==> src/rtl/rsse_pkg.sv <==
`default_nettype none

package rsse_pkg;

    // ####################
    // Datapath sizes.
    // ####################

    // Sample width for residuals, taps and static values.
    localparam int B_WIDTH = 8;

    // Symbols decided per run.
    localparam int B_LEN = 2;

    // Symbols in a reduced state.
    localparam int S_LEN = 2;

    // ####################
    // Types.
    // ####################

    // One symbol in {-1, 0, +1}.
    typedef logic signed [1:0] sym_t;

    typedef logic signed [B_WIDTH-1:0] sample_t;

    typedef logic [2*B_WIDTH-1:0] energy_t;

    // Index 0 holds the newest symbol.
    typedef sym_t [B_LEN-1:0] sym_block_t;

    typedef struct packed {
        energy_t    energy;
        sym_block_t hist;
    } state_entry_t;

    // Saturation value for path energies.
    localparam energy_t ENERGY_MAX = '1;

endpackage

`default_nettype wire

==> src/rtl/conv_unit.sv <==
`timescale 1ns/1ns
`default_nettype none

module conv_unit
    import rsse_pkg::*;
#(
    parameter int I_DEPTH = 18,
    parameter int F_DEPTH = 24,
    parameter int O_DEPTH = 2,
    parameter int OFFSET  = 10,
    parameter int SHIFT   = 1
) (
    input  sym_t    in     [I_DEPTH],
    input  sample_t filter [F_DEPTH],
    output sample_t out    [O_DEPTH]
);

    // Symbol times tap, then headroom for the whole sum.
    localparam int PROD_W = B_WIDTH + 2;
    localparam int ACC_W  = PROD_W + $clog2(F_DEPTH + 1);

    // One accumulator per output.
    // Output j is the branch that lies j symbols further along the history.
    for (genvar j = 0; j < O_DEPTH; j++) begin : g_out
        logic signed [ACC_W-1:0] acc;

        always_comb begin
            int                       k;
            logic signed [PROD_W-1:0] prod;
            k    = 0;
            prod = '0;
            acc  = '0;
            for (int i = 0; i < I_DEPTH; i++) begin
                // Tap aligned with history slot i.
                k = i - j + OFFSET;
                if (k >= 0 && k < F_DEPTH) begin
                    prod = in[i] * filter[k];
                    acc  = acc + ACC_W'(prod);
                end
            end
        end

        // Scale down and keep the low bits.
        assign out[j] = sample_t'(acc >>> SHIFT);
    end

endmodule

`default_nettype wire

==> src/rtl/static_select_unit.sv <==
`timescale 1ns/1ns
`default_nettype none

module static_select_unit
    import rsse_pkg::*;
#(
    parameter int N_S = 7
) (
    input  state_entry_t states [N_S],
    output state_entry_t best
);

    localparam int IDX_W = (N_S > 1) ? $clog2(N_S) : 1;

    // Running minimum after each link of the chain.
    energy_t          min_energy [N_S];
    logic [IDX_W-1:0] min_idx    [N_S];

    // ####################
    // Compare chain.
    // ####################

    always_comb begin
        min_energy[0] = states[0].energy;
        min_idx[0]    = '0;
        for (int s = 1; s < N_S; s++) begin
            // Strict compare, so the earlier state wins a tie.
            if (states[s].energy < min_energy[s-1]) begin
                min_energy[s] = states[s].energy;
                min_idx[s]    = IDX_W'(s);
            end else begin
                min_energy[s] = min_energy[s-1];
                min_idx[s]    = min_idx[s-1];
            end
        end
    end

    // Energy and symbols of the winner travel together.
    assign best = states[min_idx[N_S-1]];

endmodule

`default_nettype wire

==> src/rtl/global_static_unit.sv <==
`timescale 1ns/1ns
`default_nettype none

module global_static_unit
    import rsse_pkg::*;
#(
    parameter int N_S        = 7,
    parameter int H_DEPTH    = 6,
    parameter int SH_DEPTH   = 18,
    parameter int CHAN_DEPTH = 24
) (
    input  logic         clk,
    input  logic         rst_n,
    input  logic         run,
    input  state_entry_t states                 [N_S],
    input  sample_t      est_channel            [CHAN_DEPTH],
    input  sample_t      rse_vals               [B_LEN],
    output energy_t      best_energy,
    output sym_block_t   final_symbols,
    output sample_t      precomputed_static_val [B_LEN],
    output energy_t      global_static_energy
);

    state_entry_t best;
    sym_t         history    [SH_DEPTH];
    sample_t      static_val [B_LEN];

    static_select_unit #(
        .N_S(N_S)
    ) u_select (
        .states(states),
        .best  (best)
    );

    // Fed back to the bank for normalization.
    assign best_energy = best.energy;

    // ####################
    // Decided history.
    // ####################

    always_ff @(posedge clk or negedge rst_n) begin
        if (!rst_n) begin
            for (int i = 0; i < SH_DEPTH; i++) begin
                history[i] <= '0;
            end
            global_static_energy <= '0;
        end else if (run) begin
            // Older blocks move back by one block.
            for (int i = B_LEN; i < SH_DEPTH; i++) begin
                history[i] <= history[i-B_LEN];
            end
            for (int j = 0; j < B_LEN; j++) begin
                history[j] <= best.hist[j];
            end
            global_static_energy <= best.energy;
        end
    end

    always_comb begin
        for (int j = 0; j < B_LEN; j++) begin
            final_symbols[j] = history[j];
        end
    end

    // ####################
    // Static ISI.
    // ####################

    // Offset skips the block and state symbols still held in the branches.
    conv_unit #(
        .I_DEPTH(SH_DEPTH),
        .F_DEPTH(CHAN_DEPTH),
        .O_DEPTH(B_LEN),
        .OFFSET (B_LEN + H_DEPTH + S_LEN),
        .SHIFT  (1)
    ) u_conv (
        .in    (history),
        .filter(est_channel),
        .out   (static_val)
    );

    // wraps at B_WIDTH
    always_comb begin
        for (int j = 0; j < B_LEN; j++) begin
            precomputed_static_val[j] = static_val[j] + rse_vals[j];
        end
    end

endmodule

`default_nettype wire

==> src/rtl/state_metric_bank.sv <==
`timescale 1ns/1ns
`default_nettype none

module state_metric_bank
    import rsse_pkg::*;
#(
    parameter int N_S = 7
) (
    input  logic         clk,
    input  logic         rst_n,
    input  logic         run,
    input  energy_t      branch_metric [N_S],
    input  sym_block_t   new_hist      [N_S],
    input  energy_t      best_energy,
    output state_entry_t states        [N_S]
);

    localparam int E_W = $bits(energy_t);

    for (genvar s = 0; s < N_S; s++) begin : g_state
        energy_t      norm_energy;
        logic [E_W:0] sum_energy;
        energy_t      next_energy;

        // ####################
        // Energy update.
        // ####################

        // The best energy is the minimum of all states, so no wrap here.
        assign norm_energy = states[s].energy - best_energy;

        // One extra bit catches the overflow.
        assign sum_energy = {1'b0, norm_energy} + {1'b0, branch_metric[s]};

        assign next_energy = sum_energy[E_W] ? ENERGY_MAX : sum_energy[E_W-1:0];

        // ####################
        // Survivor entry.
        // ####################

        always_ff @(posedge clk or negedge rst_n) begin
            if (!rst_n) begin
                states[s] <= '0;
            end else if (run) begin
                states[s].energy <= next_energy;
                states[s].hist   <= new_hist[s];
            end
        end
    end

endmodule

`default_nettype wire

==> src/rtl/rsse_slice_top.sv <==
`timescale 1ns/1ns
`default_nettype none

module rsse_slice_top
    import rsse_pkg::*;
#(
    parameter int N_S        = 7,
    parameter int H_DEPTH    = 6,
    parameter int SH_DEPTH   = 18,
    parameter int CHAN_DEPTH = 24
) (
    input  logic       clk,
    input  logic       rst_n,
    input  logic       run,
    input  energy_t    branch_metric          [N_S],
    input  sym_block_t new_hist               [N_S],
    input  sample_t    est_channel            [CHAN_DEPTH],
    input  sample_t    rse_vals               [B_LEN],
    output sym_block_t final_symbols,
    output sample_t    precomputed_static_val [B_LEN],
    output energy_t    global_static_energy
);

    // Survivor bank out, best energy back in.
    state_entry_t states [N_S];
    energy_t      best_energy;

    state_metric_bank #(
        .N_S(N_S)
    ) u_bank (
        .clk          (clk),
        .rst_n        (rst_n),
        .run          (run),
        .branch_metric(branch_metric),
        .new_hist     (new_hist),
        .best_energy  (best_energy),
        .states       (states)
    );

    global_static_unit #(
        .N_S       (N_S),
        .H_DEPTH   (H_DEPTH),
        .SH_DEPTH  (SH_DEPTH),
        .CHAN_DEPTH(CHAN_DEPTH)
    ) u_global (
        .clk                   (clk),
        .rst_n                 (rst_n),
        .run                   (run),
        .states                (states),
        .est_channel           (est_channel),
        .rse_vals              (rse_vals),
        .best_energy           (best_energy),
        .final_symbols         (final_symbols),
        .precomputed_static_val(precomputed_static_val),
        .global_static_energy  (global_static_energy)
    );

endmodule

`default_nettype wire

==> config.mk <==
export PLATFORM = sky130hd
export DESIGN_NAME = rsse_slice_top
export DESIGN_NICKNAME = d
export VERILOG_FILES = /design/src/rtl/rsse_pkg.sv /design/src/rtl/conv_unit.sv /design/src/rtl/static_select_unit.sv /design/src/rtl/global_static_unit.sv /design/src/rtl/state_metric_bank.sv /design/src/rtl/rsse_slice_top.sv
export SDC_FILE = /design/constraint.sdc
export NUM_CORES = 2
export LEC_CHECK = 0
export BUFFER_PORTS_ARGS = -buffer_cell sky130_fd_sc_hd__buf_2
export CORE_ASPECT_RATIO = 1.75
export CORE_MARGIN = 2
export CORE_UTILIZATION = 30
export CTS_BUF_LIST = sky130_fd_sc_hd__clkbuf_2 sky130_fd_sc_hd__clkbuf_4 sky130_fd_sc_hd__clkbuf_8
export CTS_CLUSTER_DIAMETER = 100
export CTS_CLUSTER_SIZE = 28
export DETAILED_ROUTE_END_ITERATION = 7
export PLACE_DENSITY_LB_ADDON = 0.1
export RECOVER_POWER = 25
export SLEW_MARGIN = 20
export SYNTH_ARGS = -nofsm -noshare
export SYNTH_HDL_FRONTEND = slang
export SYNTH_SLANG_ARGS = --single-unit
==> constraint.sdc <==
create_clock -name clk -period 18.3 [get_ports clk]
set_input_delay 3.66 -clock clk [delete_from_list [all_inputs] [get_ports clk]]
set_output_delay 3.66 -clock clk [all_outputs]
set_load 0.01 [all_outputs]
==> impl_metrics.json <==
{
  "outcome": "finished with violations",
  "violations": "max-capacitance violations, max-slew violations",
  "grt_pass1_vias": 33735,
  "rsz0062_at_grt": "yes",
  "synth_top_area_share_pct": 23.4,
  "crit_path_end": "u_bank.states[39]$_DFFE_PN0P_",
  "ys_types": 98,
  "tightest_slew_ns": 4.83,
  "crit_fanout": 8,
  "area_delta_synth_final_pct": 31.9,
  "synthMuxAreaShare_pct": 4.34,
  "start_kind": "flip-flop",
  "r2r_slack_ns": 0.31,
  "path_clk_slew_ns": 0.11,
  "end_kind": "flip-flop",
  "worstPathBufferInverterCount": 18,
  "portBuffers": 314,
  "arrival_ns": 18.49,
  "synthArstFlopShare_pct": 100,
  "cts_hold_repair.buffers": 0,
  "clockBufferDepth": 2,
  "cp_num_cells": 103,
  "period_needed_ns": 17.99,
  "final_common_cell": "buf_4",
  "drc_errors": 0,
  "cpLargestDelayFamily": "compound AO/OA/AOI/OAI gates",
  "synth-simple-area-share_pct": 13.5,
  "start_util_pct": 30.2,
  "drt_iter0_markers": 1464,
  "critPathLaunch": "u_bank.states[118]$_DFFE_PN0P_",
  "finClkSkew_ns": 0.0316,
  "drtAntennaViolNets": 0,
  "dr.pass1.iters": 5,
  "layout_setup_ws_ns": 0.310,
  "crit_type": "flip-flop to flip-flop",
  "crit_required_ns": 18.80,
  "grt_pass1_wl_um": 218000,
  "ys_seq_area_share_pct": 13.3,
  "via_per_inst": 5.05,
  "grt_max_degree": 81,
  "cts_tree": "done",
  "grt_antenna_before_repair": 22,
  "grt_overflow_total": 0,
  "netlist_instances": 3843,
  "critPathMaxStageDelay_ns": 0.46,
  "die_height_um": 455,
  "place_congestion": 0.917,
  "nNetsFinal": 5905,
  "hold_class": "flip-flop to flip-flop",
  "synth-seq-cells": 186,
  "design_area_um2": 46000,
  "r2r_start": "u_bank.states[118]$_DFFE_PN0P_",
  "fin_crit_sh_pct": 98.3,
  "drv_cap": 1,
  "numCtsBuffers": 17,
  "wl_per_cell_um": 24.3,
  "cp_slowest_cell": "a2111o_1",
  "post-route-util_pct": 39.9,
  "fmax_mhz": 55.6,
  "ios": 387,
  "die_w_um": 262,
  "vias": 31947,
  "synth_area_leader_cell": "fa_1",
  "synth_xor_area_share_pct": 7.73,
  "dpl_cell_area_um2": 43200,
  "synth_compound_area_share_pct": 17.2,
  "layout-drive-gt1-share_pct": 30.6,
  "htree_levels": 4,
  "routed_wl_um": 154000,
  "dp_hpwl_um": 129000,
  "final_cell_mix": "buf_4, inv_1, fa_1, buf_2, ha_1",
  "die-area_um2": 119000,
  "setup_viol": 0,
  "relSlewSlack_pct": -222,
  "rows": 165,
  "synth_top_family_by_area": "adder cells",
  "r2r_cells": 103,
  "yosys_most_used_dff": "dfrtp_1",
  "synth_warnings": 0,
  "syn_nets": 4948,
  "cp_common_cell": "a21o_1",
  "numClockSinks": 186,
  "avgSynthCellArea_um2": 9.08,
  "grt_util_all_layers_pct": 25.7,
  "worstReg2RegEnd": "u_bank.states[39]$_DFFE_PN0P_",
  "syn_area_um2": 34900,
  "core_area_um2": 115000,
  "place_ws_ns": -0.795,
  "synthTopCellsByArea": "fa_1, dfrtp_1, ha_1",
  "clk_latency_ns": 0.61,
  "final_hold_viol_count": 0,
  "clock-root-buffer": "clkbuf_8",
  "slew_violations": 81,
  "synth_edf_count": 0,
  "synth-adder-area-share_pct": 36.7
}
## how the worst min path moves through the flow
stage | from | endpoint | slack [ns] | cells past startpoint
floorplan | u_bank.states[40]$_DFFE_PN0P_ | u_bank.states[40]$_DFFE_PN0P_ | 0.47 | 1
global placement | u_global.global_static_energy[15]$_DFFE_PN0P_ | u_global.global_static_energy[15]$_DFFE_PN0P_ | 0.48 | 1
CTS | u_bank.states[80]$_DFFE_PN0P_ | u_bank.states[80]$_DFFE_PN0P_ | 0.52 | 1
finish | u_bank.states[81]$_DFFE_PN0P_ | u_bank.states[81]$_DFFE_PN0P_ | 0.51 | 1
detailed placement | u_bank.states[80]$_DFFE_PN0P_ | u_bank.states[80]$_DFFE_PN0P_ | 0.49 | 1
global route | u_bank.states[22]$_DFFE_PN0P_ | u_bank.states[22]$_DFFE_PN0P_ | 0.53 | 1
## sequential cells by signal, summed over array words and instances, names as in the netlist
register,cells
u_global.global_static_energy,16
u_bank.states,140
u_global.final_symbols,4
u_global.history,26
## metal layers
metal | GRT usage (%) | vias up | part of all wire, %
met3 | 2.43 | 264 | 3.1
met5 | 0 | - | 0.086
met2 | 50.4 | 732 | 55
met1 | 25.1 | 16019 | 34
met4 | 16.4 | 18 | 7.3
li1 | - | 14914 | -
## repair_timing
item	CTS	global route
cloned	5	8
resized for setup	90	234
buffers inserted	29	45
endpoints found under the setup margin	112	112
pin swaps	40	171
## cells by family after synthesis
family	count (synthesis)
mux	140
fa+ha+maj	783
simple gates	933
buf+inv	654
compound gates	839
xor+xnor	308
flops	186
## worst register-to-register path: cells and delay by family (launching register included)
family | cells | cell delay, ns
AO/OA/AOI/OAI | 48 | 8.48
AND/OR/NAND/NOR | 21 | 2.75
adder cells (fa/ha/maj) | 11 | 2.68
buffers and inverters | 18 | 2.31
multiplexers | 4 | 1.08
flip-flops | 1 | 0.45
XOR/XNOR | 1 | 0.15
## metrics by stage
| step | instances | hold WS [ns] | TNS [ns] |
|---|---|---|---|
| 5_1_grt | 6318 | 0.533 | -34.46 |
| 3_5_place_dp | 6199 | 0.491 | -77.83 |
| 3_3_place_gp | 6199 | 0.485 | -70.47 |
| 4_1_cts | 6265 | 0.519 | 0 |
| 6_report | 6323 | 0.514 | 0 |
| 2_1_floorplan | 3843 | 0.475 | 0 |
## cell type report
cell class                      count  area [um2]
Tap cell                         1503        1880
Clock buffer                       18         248
Inverter                          523        1970
Clock inverter                     14         211
Fill cell                       11893       69400
Multi-Input combinational cell   3003       29200
Timing Repair Buffer             1069        7900
Sequential cell                   186        4660
Antenna cell                        7        17.5
## cell usage after synthesis, drive strengths merged (14+ instances only)
library cell  number
mux2i             54
xor2              62
o21ai            113
fa               407
inv              523
and3              15
o31ai             22
a2111oi           14
o22a             112
xnor2            246
nand3             40
nor2b             33
and2              90
ha               347
a211oi            25
a21o              68
nand2b           190
nor2             175
buf               25
maj3              29
nand2            265
o21bai            66
nor3              29
nand4             28
mux2              86
o211ai            36
a21oi            224
clkbuf           106
a31oi             15
o21a              38
or3               25
dfrtp            186
Power is left out: the tool's default activity adds up to more than one toggle a clock period on the data nets, which glitch-free logic cannot reach.
